`src/arbiterPkg.sv`:
```
`default_nettype none

// shared types and sizes for the token-passing tree arbiter.
package arbiterPkg;

    // --------------------
    // sizes
    // --------------------

    // the tree has two leaves with two clients each, so four clients in all.
    localparam int NumClients = 4;

    // width of the address that a client puts on the shared bus.
    localparam int AddrWidth = 8;

    // width of the data word that a client puts on the shared bus.
    localparam int DataWidth = 16;

    // --------------------
    // token link phases
    // --------------------

    // every link in the tree carries one of these four phases.
    // a child asks for the token with request, holds it with lock and
    // hands it back with release; idle means the child has no interest.
    // the encoding follows the order in which a link walks through them.
    typedef enum logic [1:0] {
        phaseIdle    = 2'd0,
        phaseRequest = 2'd1,
        phaseLock    = 2'd2,
        phaseRelease = 2'd3
    } phaseT;

    // --------------------
    // bus payloads
    // --------------------

    // the address payload that travels through the bus multiplexer.
    typedef logic [AddrWidth-1:0] addrT;

    // the data payload that travels through the bus multiplexer.
    typedef logic [DataWidth-1:0] dataT;

endpackage

`default_nettype wire

```
`src/arbitCell.sv`:
```
`timescale 1ns/1ps
`default_nettype none

// one node of the arbitration tree.
// the cell sits between two children and a parent. when it holds the token
// it may pass it down to a requesting child, otherwise it asks its parent.
// a leaf gives the token back up once both children had their turn, which
// keeps one busy subtree from starving the other.
module arbitCell
    import arbiterPkg::*;
#(
    parameter bit isRoot = 1'b0
) (
    input  logic  clk,
    input  logic  reset,
    input  phaseT leftPhase,
    input  phaseT rightPhase,
    input  logic  parentGrant,
    output logic  leftGrant,
    output logic  rightGrant,
    output phaseT parentPhase
);

    // set while the token rests in this cell and no child holds it.
    logic holdToken;

    // set when the left child was the last one to get the token.
    logic prevLeft;

    // a processed flag says that a child has used the token since the
    // parent last handed it to this cell.
    logic processedLeft;
    logic processedRight;

    logic leftReq;
    logic rightReq;
    logic requesting;
    logic childOwns;
    logic giveChild;
    logic childReleases;
    logic mustGiveParent;

    // --------------------
    // decisions
    // --------------------

    assign leftReq    = (leftPhase == phaseRequest);
    assign rightReq   = (rightPhase == phaseRequest);
    assign requesting = leftReq || rightReq;

    // a descendant is using the token right now.
    assign childOwns = (leftPhase == phaseLock) || (rightPhase == phaseLock);

    // a child hands the token back to us in this cycle.
    assign childReleases = (leftPhase == phaseRelease) || (rightPhase == phaseRelease);

    // a leaf owes the token to its parent when no child is left that asks
    // and has not yet had its turn. the root never owes anything.
    assign mustGiveParent = (processedLeft || !leftReq)
        && (processedRight || !rightReq) && !isRoot;

    // the left child wins when it asks and either the right one does not,
    // or the right one was served last.
    assign leftGrant = holdToken && !mustGiveParent && leftReq
        && (!rightReq || !prevLeft);

    // the mirror image for the right child.
    assign rightGrant = holdToken && !mustGiveParent && rightReq
        && (!leftReq || prevLeft);

    assign giveChild = leftGrant || rightGrant;

    // what the parent sees of this subtree.
    // a missing token with a waiting child turns into a request, a locked
    // descendant into lock, and a leaf that has nothing more to do with
    // its token gives it back with release.
    always_comb begin
        if (!holdToken && requesting) begin
            parentPhase = phaseRequest;
        end else if (childOwns) begin
            parentPhase = phaseLock;
        end else if (holdToken && !isRoot && (mustGiveParent || !requesting)) begin
            parentPhase = phaseRelease;
        end else begin
            parentPhase = phaseIdle;
        end
    end

    // --------------------
    // token state
    // --------------------

    always_ff @(posedge clk) begin
        if (reset) begin
            // only the root starts with the token.
            holdToken      <= isRoot;
            prevLeft       <= 1'b0;
            processedLeft  <= 1'b0;
            processedRight <= 1'b0;
        end else begin
            // the token comes from the parent or a child, and leaves to a child
            // or back up to the parent.
            if (parentGrant) begin
                holdToken <= 1'b1;
            end else if (giveChild) begin
                holdToken <= 1'b0;
            end else if (childReleases) begin
                holdToken <= 1'b1;
            end else if (parentPhase == phaseRelease) begin
                holdToken <= 1'b0;
            end

            // remember which way the token went last.
            if (leftGrant) begin
                prevLeft <= 1'b1;
            end else if (rightGrant) begin
                prevLeft <= 1'b0;
            end

            // a fresh token from the parent starts a new round for both children.
            if (parentGrant) begin
                processedLeft  <= 1'b0;
                processedRight <= 1'b0;
            end else if (leftPhase == phaseRelease) begin
                processedLeft <= 1'b1;
            end else if (rightPhase == phaseRelease) begin
                processedRight <= 1'b1;
            end
        end
    end

endmodule

`default_nettype wire

```
`src/clientPort.sv`:
```
`timescale 1ns/1ps
`default_nettype none

// a client port sits between one bus client and its leaf cell.
// it turns the four-phase req/ack handshake of the client into the
// idle, request, lock and release phases of the token tree.
module clientPort
    import arbiterPkg::*;
(
    input  logic  clk,
    input  logic  reset,
    input  logic  req,
    input  logic  grant,
    output logic  ack,
    output phaseT childPhase
);

    // the port state is also the phase that the leaf cell sees.
    phaseT state;
    phaseT stateNext;
    logic  ackNext;

    // --------------------
    // next state
    // --------------------

    always_comb begin
        stateNext = state;
        ackNext   = ack;
        case (state)
            phaseIdle: begin
                // a raised req starts a new request towards the tree.
                if (req) begin
                    stateNext = phaseRequest;
                end
            end
            phaseRequest: begin
                // the grant pulse hands us the token, so the client owns the bus.
                if (grant) begin
                    stateNext = phaseLock;
                    ackNext   = 1'b1;
                end
            end
            phaseLock: begin
                // the client keeps the token for as long as it holds req.
                if (!req) begin
                    stateNext = phaseRelease;
                    ackNext   = 1'b0;
                end
            end
            phaseRelease: begin
                // release is shown to the leaf for exactly one cycle.
                stateNext = phaseIdle;
            end
            default: begin
                stateNext = phaseIdle;
                ackNext   = 1'b0;
            end
        endcase
    end

    // --------------------
    // state register
    // --------------------

    always_ff @(posedge clk) begin
        if (reset) begin
            state <= phaseIdle;
            ack   <= 1'b0;
        end else begin
            state <= stateNext;
            ack   <= ackNext;
        end
    end

    assign childPhase = state;

endmodule

`default_nettype wire

```
`src/ownerMux.sv`:
```
`timescale 1ns/1ps
`default_nettype none

// registers the payload of the client that owns the bus.
// owner is the one-hot ack vector, so at most one payload is picked.
module ownerMux
    import arbiterPkg::*;
#(
    parameter type payloadT = logic
) (
    input  logic                  clk,
    input  logic                  reset,
    input  logic [NumClients-1:0] owner,
    input  payloadT               payload0,
    input  payloadT               payload1,
    input  payloadT               payload2,
    input  payloadT               payload3,
    output logic                  valid,
    output payloadT               held
);

    payloadT selected;

    // with no owner the bus shows zero.
    always_comb begin
        case (owner)
            4'b0001: selected = payload0;
            4'b0010: selected = payload1;
            4'b0100: selected = payload2;
            4'b1000: selected = payload3;
            default: selected = '0;
        endcase
    end

    // the bus lags the owner by one cycle.
    always_ff @(posedge clk) begin
        if (reset) begin
            valid <= 1'b0;
            held  <= '0;
        end else begin
            valid <= |owner;
            held  <= selected;
        end
    end

endmodule

`default_nettype wire

```
`src/treeArbiter.sv`:
```
`timescale 1ns/1ps
`default_nettype none

// four-client tree arbiter for one shared bus.
// clients 0 and 1 sit under the first leaf, clients 2 and 3 under the
// second, and both leaves hang from the root, which starts with the token.
module treeArbiter
    import arbiterPkg::*;
(
    input  logic                  clk,
    input  logic                  reset,
    input  logic [NumClients-1:0] clientReq,
    output logic [NumClients-1:0] clientAck,
    input  addrT                  clientAddr0,
    input  addrT                  clientAddr1,
    input  addrT                  clientAddr2,
    input  addrT                  clientAddr3,
    input  dataT                  clientData0,
    input  dataT                  clientData1,
    input  dataT                  clientData2,
    input  dataT                  clientData3,
    output logic                  busValid,
    output addrT                  busAddr,
    output dataT                  busData
);

    // --------------------
    // client ports
    // --------------------

    phaseT                  clientPhase [NumClients];
    logic [NumClients-1:0]  clientGrant;

    for (genvar i = 0; i < NumClients; i++) begin : genPort
        clientPort port_i (
            .clk        (clk),
            .reset      (reset),
            .req        (clientReq[i]),
            .grant      (clientGrant[i]),
            .ack        (clientAck[i]),
            .childPhase (clientPhase[i])
        );
    end

    // --------------------
    // tree
    // --------------------

    // the link between each leaf and the root.
    phaseT       leafPhase [2];
    logic [1:0]  leafGrant;

    arbitCell #(.isRoot(1'b0)) leaf0_i (
        .clk         (clk),
        .reset       (reset),
        .leftPhase   (clientPhase[0]),
        .rightPhase  (clientPhase[1]),
        .parentGrant (leafGrant[0]),
        .leftGrant   (clientGrant[0]),
        .rightGrant  (clientGrant[1]),
        .parentPhase (leafPhase[0])
    );

    arbitCell #(.isRoot(1'b0)) leaf1_i (
        .clk         (clk),
        .reset       (reset),
        .leftPhase   (clientPhase[2]),
        .rightPhase  (clientPhase[3]),
        .parentGrant (leafGrant[1]),
        .leftGrant   (clientGrant[2]),
        .rightGrant  (clientGrant[3]),
        .parentPhase (leafPhase[1])
    );

    // the root has no parent, so its grant input stays low.
    arbitCell #(.isRoot(1'b1)) root_i (
        .clk         (clk),
        .reset       (reset),
        .leftPhase   (leafPhase[0]),
        .rightPhase  (leafPhase[1]),
        .parentGrant (1'b0),
        .leftGrant   (leafGrant[0]),
        .rightGrant  (leafGrant[1]),
        .parentPhase ()
    );

    // --------------------
    // bus
    // --------------------

    // busValid comes from the data instance alone.
    ownerMux #(.payloadT(addrT)) addrMux_i (
        .clk      (clk),
        .reset    (reset),
        .owner    (clientAck),
        .payload0 (clientAddr0),
        .payload1 (clientAddr1),
        .payload2 (clientAddr2),
        .payload3 (clientAddr3),
        .valid    (),
        .held     (busAddr)
    );

    ownerMux #(.payloadT(dataT)) dataMux_i (
        .clk      (clk),
        .reset    (reset),
        .owner    (clientAck),
        .payload0 (clientData0),
        .payload1 (clientData1),
        .payload2 (clientData2),
        .payload3 (clientData3),
        .valid    (busValid),
        .held     (busData)
    );

endmodule

`default_nettype wire

```
`config.mk`:
```
export PLATFORM = sky130hd
export DESIGN_NAME = treeArbiter
export DESIGN_NICKNAME = d
export VERILOG_FILES = /design/src/arbiterPkg.sv /design/src/arbitCell.sv /design/src/clientPort.sv /design/src/ownerMux.sv /design/src/treeArbiter.sv
export SDC_FILE = /design/constraint.sdc
export NUM_CORES = 1
export LEC_CHECK = 0
export BUFFER_PORTS_ARGS = -buffer_cell sky130_fd_sc_hd__buf_2
export CORE_UTILIZATION = 45
export DETAILED_ROUTE_END_ITERATION = 10
export PLACE_DENSITY = 0.78
export SYNTH_ARGS = -nofsm -noshare
export SYNTH_HDL_FRONTEND = slang
export SYNTH_HIERARCHICAL = 1
export SYNTH_SLANG_ARGS = --single-unit
```
`constraint.sdc`:
```
create_clock -name clk -period 3.8 [get_ports clk]
set_clock_uncertainty 0.05 [all_clocks]
set_input_delay 0.76 -clock clk [delete_from_list [all_inputs] [get_ports clk]]
set_output_delay 0.76 -clock clk [all_outputs]
set_load 0.005 [all_outputs]
```
Word level (Yosys, flattened, before mapping)
Cells that the tools add are included.

cells by class
  reduce and logical (&&, ||, !) cells = 88
  equal/unequal tests = 35
  muxes and demuxes = 55
  bitwise operators = 2

operator list
  operator                                       count
  one-hot mux 16 bit (4 select lines)            1
  two-way mux 2 bit                              20
  one-hot mux 2 bit (4 select lines)             4
  one-hot mux 8 bit (4 select lines)             1
  == test 2 bit, second input constant           13
  two-way mux 1 bit                              25
  logical OR 1 bit                               24
  AND reduction 3 bit                            8
  logical AND 1 bit                              21
  zero test 1 bit                                16
  != test 2 bit, second input constant           8
  nonzero test 2 bit                             7
  == test 2 x 1 -> 1 bit, second input constant  6
  zero test 2 bit                                4
  != test 2 x 1 -> 1 bit, second input constant  4
  one-hot mux 1 bit (2 select lines)             4
  nonzero test 4 bit                             2
  == test 4 x 1 -> 1 bit, second input constant  1
  == test 4 x 2 -> 1 bit, second input constant  1
  == test 4 x 3 -> 1 bit, second input constant  1
  == test 4 bit, second input constant           1
  AND reduction 2 bit                            2
  OR reduction 2 bit                             2
  OR reduction 4 bit                             1
  other kinds (2)                                3

word-level totals
  input bits = 102
  word-level logic and storage cells = 201
  register bits after elaboration = 47

Depth between registers and ports, before layout
  depth in word-level cells = 17
  depth in mapped cells = 8
  gate-level depth less buffers = 7

Modules after synthesis
The synthesis kept the hierarchy.

by module, submodules not included
  module                 cells each  instances  seq. area each (sq um)  area an instance (sq um)
  ownerMux at dataMux_i  120         1          340.3                   1188.6
  clientPort             23          4          60.1                    220.2
  ownerMux at addrMux_i  63          1          180.2                   688.2
  arbitCell at leaf1_i   39          1          80.1                    321.6
  arbitCell at leaf0_i   38          1          80.1                    314.1
  arbitCell at root_i    18          1          40.0                    143.9
  treeArbiter            1           1          0.0                     3.8

Worst setup path after synthesis
No wires, ideal clock.

  kind = register -> register
  start point = reg genPort[2].port_i.state[1]
  end point = reg leaf1_i.holdToken
  path slack = 1927 ps
  cell stages (with the launch flop) = 9
  required time = 3680 ps
  period minus slack after synthesis = 1873 ps
  arrival = 1753 ps
  library setup time = 70 ps
  cells stage by stage = dfxtp_1 buf_6 or3b_1 a221oi_2 o221ai_1 nor2b_1 o211a_1 inv_1 a21oi_1

RTL lines
  element                 line              source
  start, declared         clientPort.sv:19  phaseT state;
  start signal, assigned  clientPort.sv:68  state <= phaseIdle;
  start signal, assigned  clientPort.sv:71  state <= stateNext;
  end signal, assigned    arbitCell.sv:96   holdToken <= isRoot;
  end, declared           arbitCell.sv:25   logic holdToken;

Worst setup path in the final report
  start point = reg genPort[1].port_i.ack
  end point = out clientAck[1]

RTL lines
  element                 line               source
  start, declared         clientPort.sv:14   output logic ack,
  start signal, assigned  clientPort.sv:72   ack <= ackNext;
  end, declared           treeArbiter.sv:13  output logic [NumClients-1:0] clientAck,

No word-level cell between the ends.

==> impl_metrics.csv <==
group,metric,value,unit
worst_setup_path,critPathKind,"flop to primary output",
route,routed.top_layer,"met4",
hold_path,hold_path.class,"flop to flop",
route,dr.pass1.iters,4,
pwr,irDropWorstVdd,0.342,mV
yosys,syn_inst,365,
worst_setup_path,critPathCapture,"clientAck[1]",
worst_setup_path,cp_max_fo,60,
clock_network,cts_root_buffer,"clkbuf_8",
timing,final_hold_viol_count,0,
worst_setup_path,crit_cells,1,
cells_and_area,fillers,713,
pwr,pwr_density_cell,656,nW/µm²
route,wl_met2,4560,µm
cells_and_area,seqCellArea,943,µm²
clock_network,clk_path_buf_depth,2,
worst_setup_path,endpoint_kind,"primary output",
timing,max_freq,0.434,GHz
global_routing,overflow,0,
placed_design,gp_congestion,0.823,
die,fp-row-count,31,
cells_and_area,area_growth,21.5,%
clock_network,cts-htree-levels,2,
route,wl_per_cell,15.1,µm
pwr,p_leak,1.88,nW
timing,relSlewSlack,0.274,
global_routing,track_usage,0.211,
die,die_width,90.1,µm
clock_network,cts_resized,0,
yosys,syn_nets,487,
die,die-area,8120,µm²
worst_setup_path,ff2ff_path_depth,3,
clock_network,tritoncts,"built",
cells_and_area,final_common_cell,"buf_2",
cells_and_area,drive_gt1_frac,0.407,
worst_setup_path,start_kind,"flop",
clock_network,clk-insertion-delay-late,0.30,ns
die,die_h,90.1,µm
timing,rsz0062_at_grt,"false",
cells_and_area,diodes,0,
clock_network,numCtsBuffers,5,
worst_setup_path,slowest_delay,0.94,ns
worst_setup_path,worst_path_max_delay_cell,"dfxtp_2",
worst_setup_path,crit_buf_inv,1,
global_routing,antenna_found_initial,0,
route,ant_nets,0,
clock_network,clkTransAtPathRegs,0.09,ns
placed_design,hpwl,6610,µm
worst_setup_path,r2r_end,"dataMux_i/held[15]$_SDFF_PP0_",
clock_network,post-cts-setup-buffers,0,
route,wl_met3,517,µm
global_routing,grt_pass1_wl,14000,µm
clock_network,holdBufCountCts,0,
run,cap_violations,0,
route,wl_met1,3570,µm
route,drt_wl_total,8800,µm
hold_path,min_from,"leaf1_i/prevLeft$_SDFFE_PP0P_",
yosys,ys_warn_count,6,
worst_setup_path,critPathLaunch,"genPort[1].port_i/ack$_SDFFE_PP0P_",
route,drt_iter0_drc,117,
cells_and_area,final_cell_mix,"buf_2 (130), dfxtp_1 (45), and3b_1 (34), o21ai_0 (32), a22oi_1 (24)",
timing,fin_crit_sh,0.606,
route,drc_errors,0,
global_routing,grt_pass1_vias,3019,
global_routing,grt_max_degree,61,
worst_setup_path,path_cells,"buf_2",
yosys,netlist_area,3490,µm²
yosys,syn_area_per_cell,9.57,µm²
die,start_util,0.474,
worst_setup_path,r2r_setup_slack,1.50,ns
placed_design,io_buffers,130,
route,num_vias,3233,
worst_setup_path,arrival,1.49,ns
timing,drv_slew,0,
die,core-area,7370,µm²
worst_setup_path,cp_top_family,"flip-flops",
die,io_pins,131,
worst_setup_path,reg2reg_from,"genPort[3].port_i/ack$_SDFFE_PP0P_",
clock_network,numClockSinks,47,
timing,setup-tns-final,0,ns
pwr,finalPower,2.78,mW
timing,setup_violations,0,
timing,period_minus_slack,2.30,ns
outcome,outcome,"complete, no violations",
cells_and_area,multi_input_area,2360,µm²
route,drt-vias-per-instance,5.56,
worst_setup_path,required,2.99,ns
cells_and_area,nNetsFinal,603,
timing,worst-slew-pin-transition,1.09,ns
-- routing by layer --
layer  GRT usage  up-vias
met3      0.0398       10
met1       0.242     1509
met2       0.389      108
met5           0        -
li1            -     1606
met4      0.0739        0
-- layout make-up --
class	count	area share
repair buffers	130	0.153
clock buffers	5	0.0162
flip-flops and latches	47	0.222
multi-input cells	283	0.556
well taps	99	0.0292
clock inverters	3	0.0109
inverters	14	0.0124
-- registers in the layout (all words and copies together) (netlist names), 4 cells and up --
register,cells
genPort.port_i/ack,4
genPort.port_i/childPhase,8
dataMux_i/held,16
addrMux_i/held,8
-- power breakdown --
group	leakage (nW)	internal, mW	switching (mW)
sequential	0.383	0.604	0.288
clock	0.0548	0.198	0.181
combinational	1.45	0.708	0.804
total	1.88	1.51	1.27
-- worst min path at each step --
stage	endpoint	depth (start not counted)
after floorplan	leaf1_i/prevLeft$_SDFFE_PP0P_	2
after global placement	leaf1_i/prevLeft$_SDFFE_PP0P_	2
after detailed placement	leaf1_i/prevLeft$_SDFFE_PP0P_	2
after CTS	leaf1_i/prevLeft$_SDFFE_PP0P_	2
after global routing	leaf1_i/prevLeft$_SDFFE_PP0P_	2
final	leaf1_i/prevLeft$_SDFFE_PP0P_	2
-- through the flow --
step	instance area [µm²]	hold WS, ns	std cells	utilization	worst slack (ns)
floorplan	3490	0.402	365	-	1.96
global route	4240	0.476	581	0.576	1.31
global placement	4130	0.419	573	0.560	1.63
CTS	4240	0.449	581	0.576	1.49
detailed placement	4130	0.432	573	0.560	1.52
finish	4240	0.447	581	0.576	1.50
-- tightest hold or removal path, delay by kind of cell (launching register included) --
kind | cells | cell delay, ns
AOI/OAI and AO/OA | 1 | 0.06
DFF | 1 | 0.33
and+or+nand+nor | 1 | 0.06
Note: power is estimated with default switching activity, not from simulation.
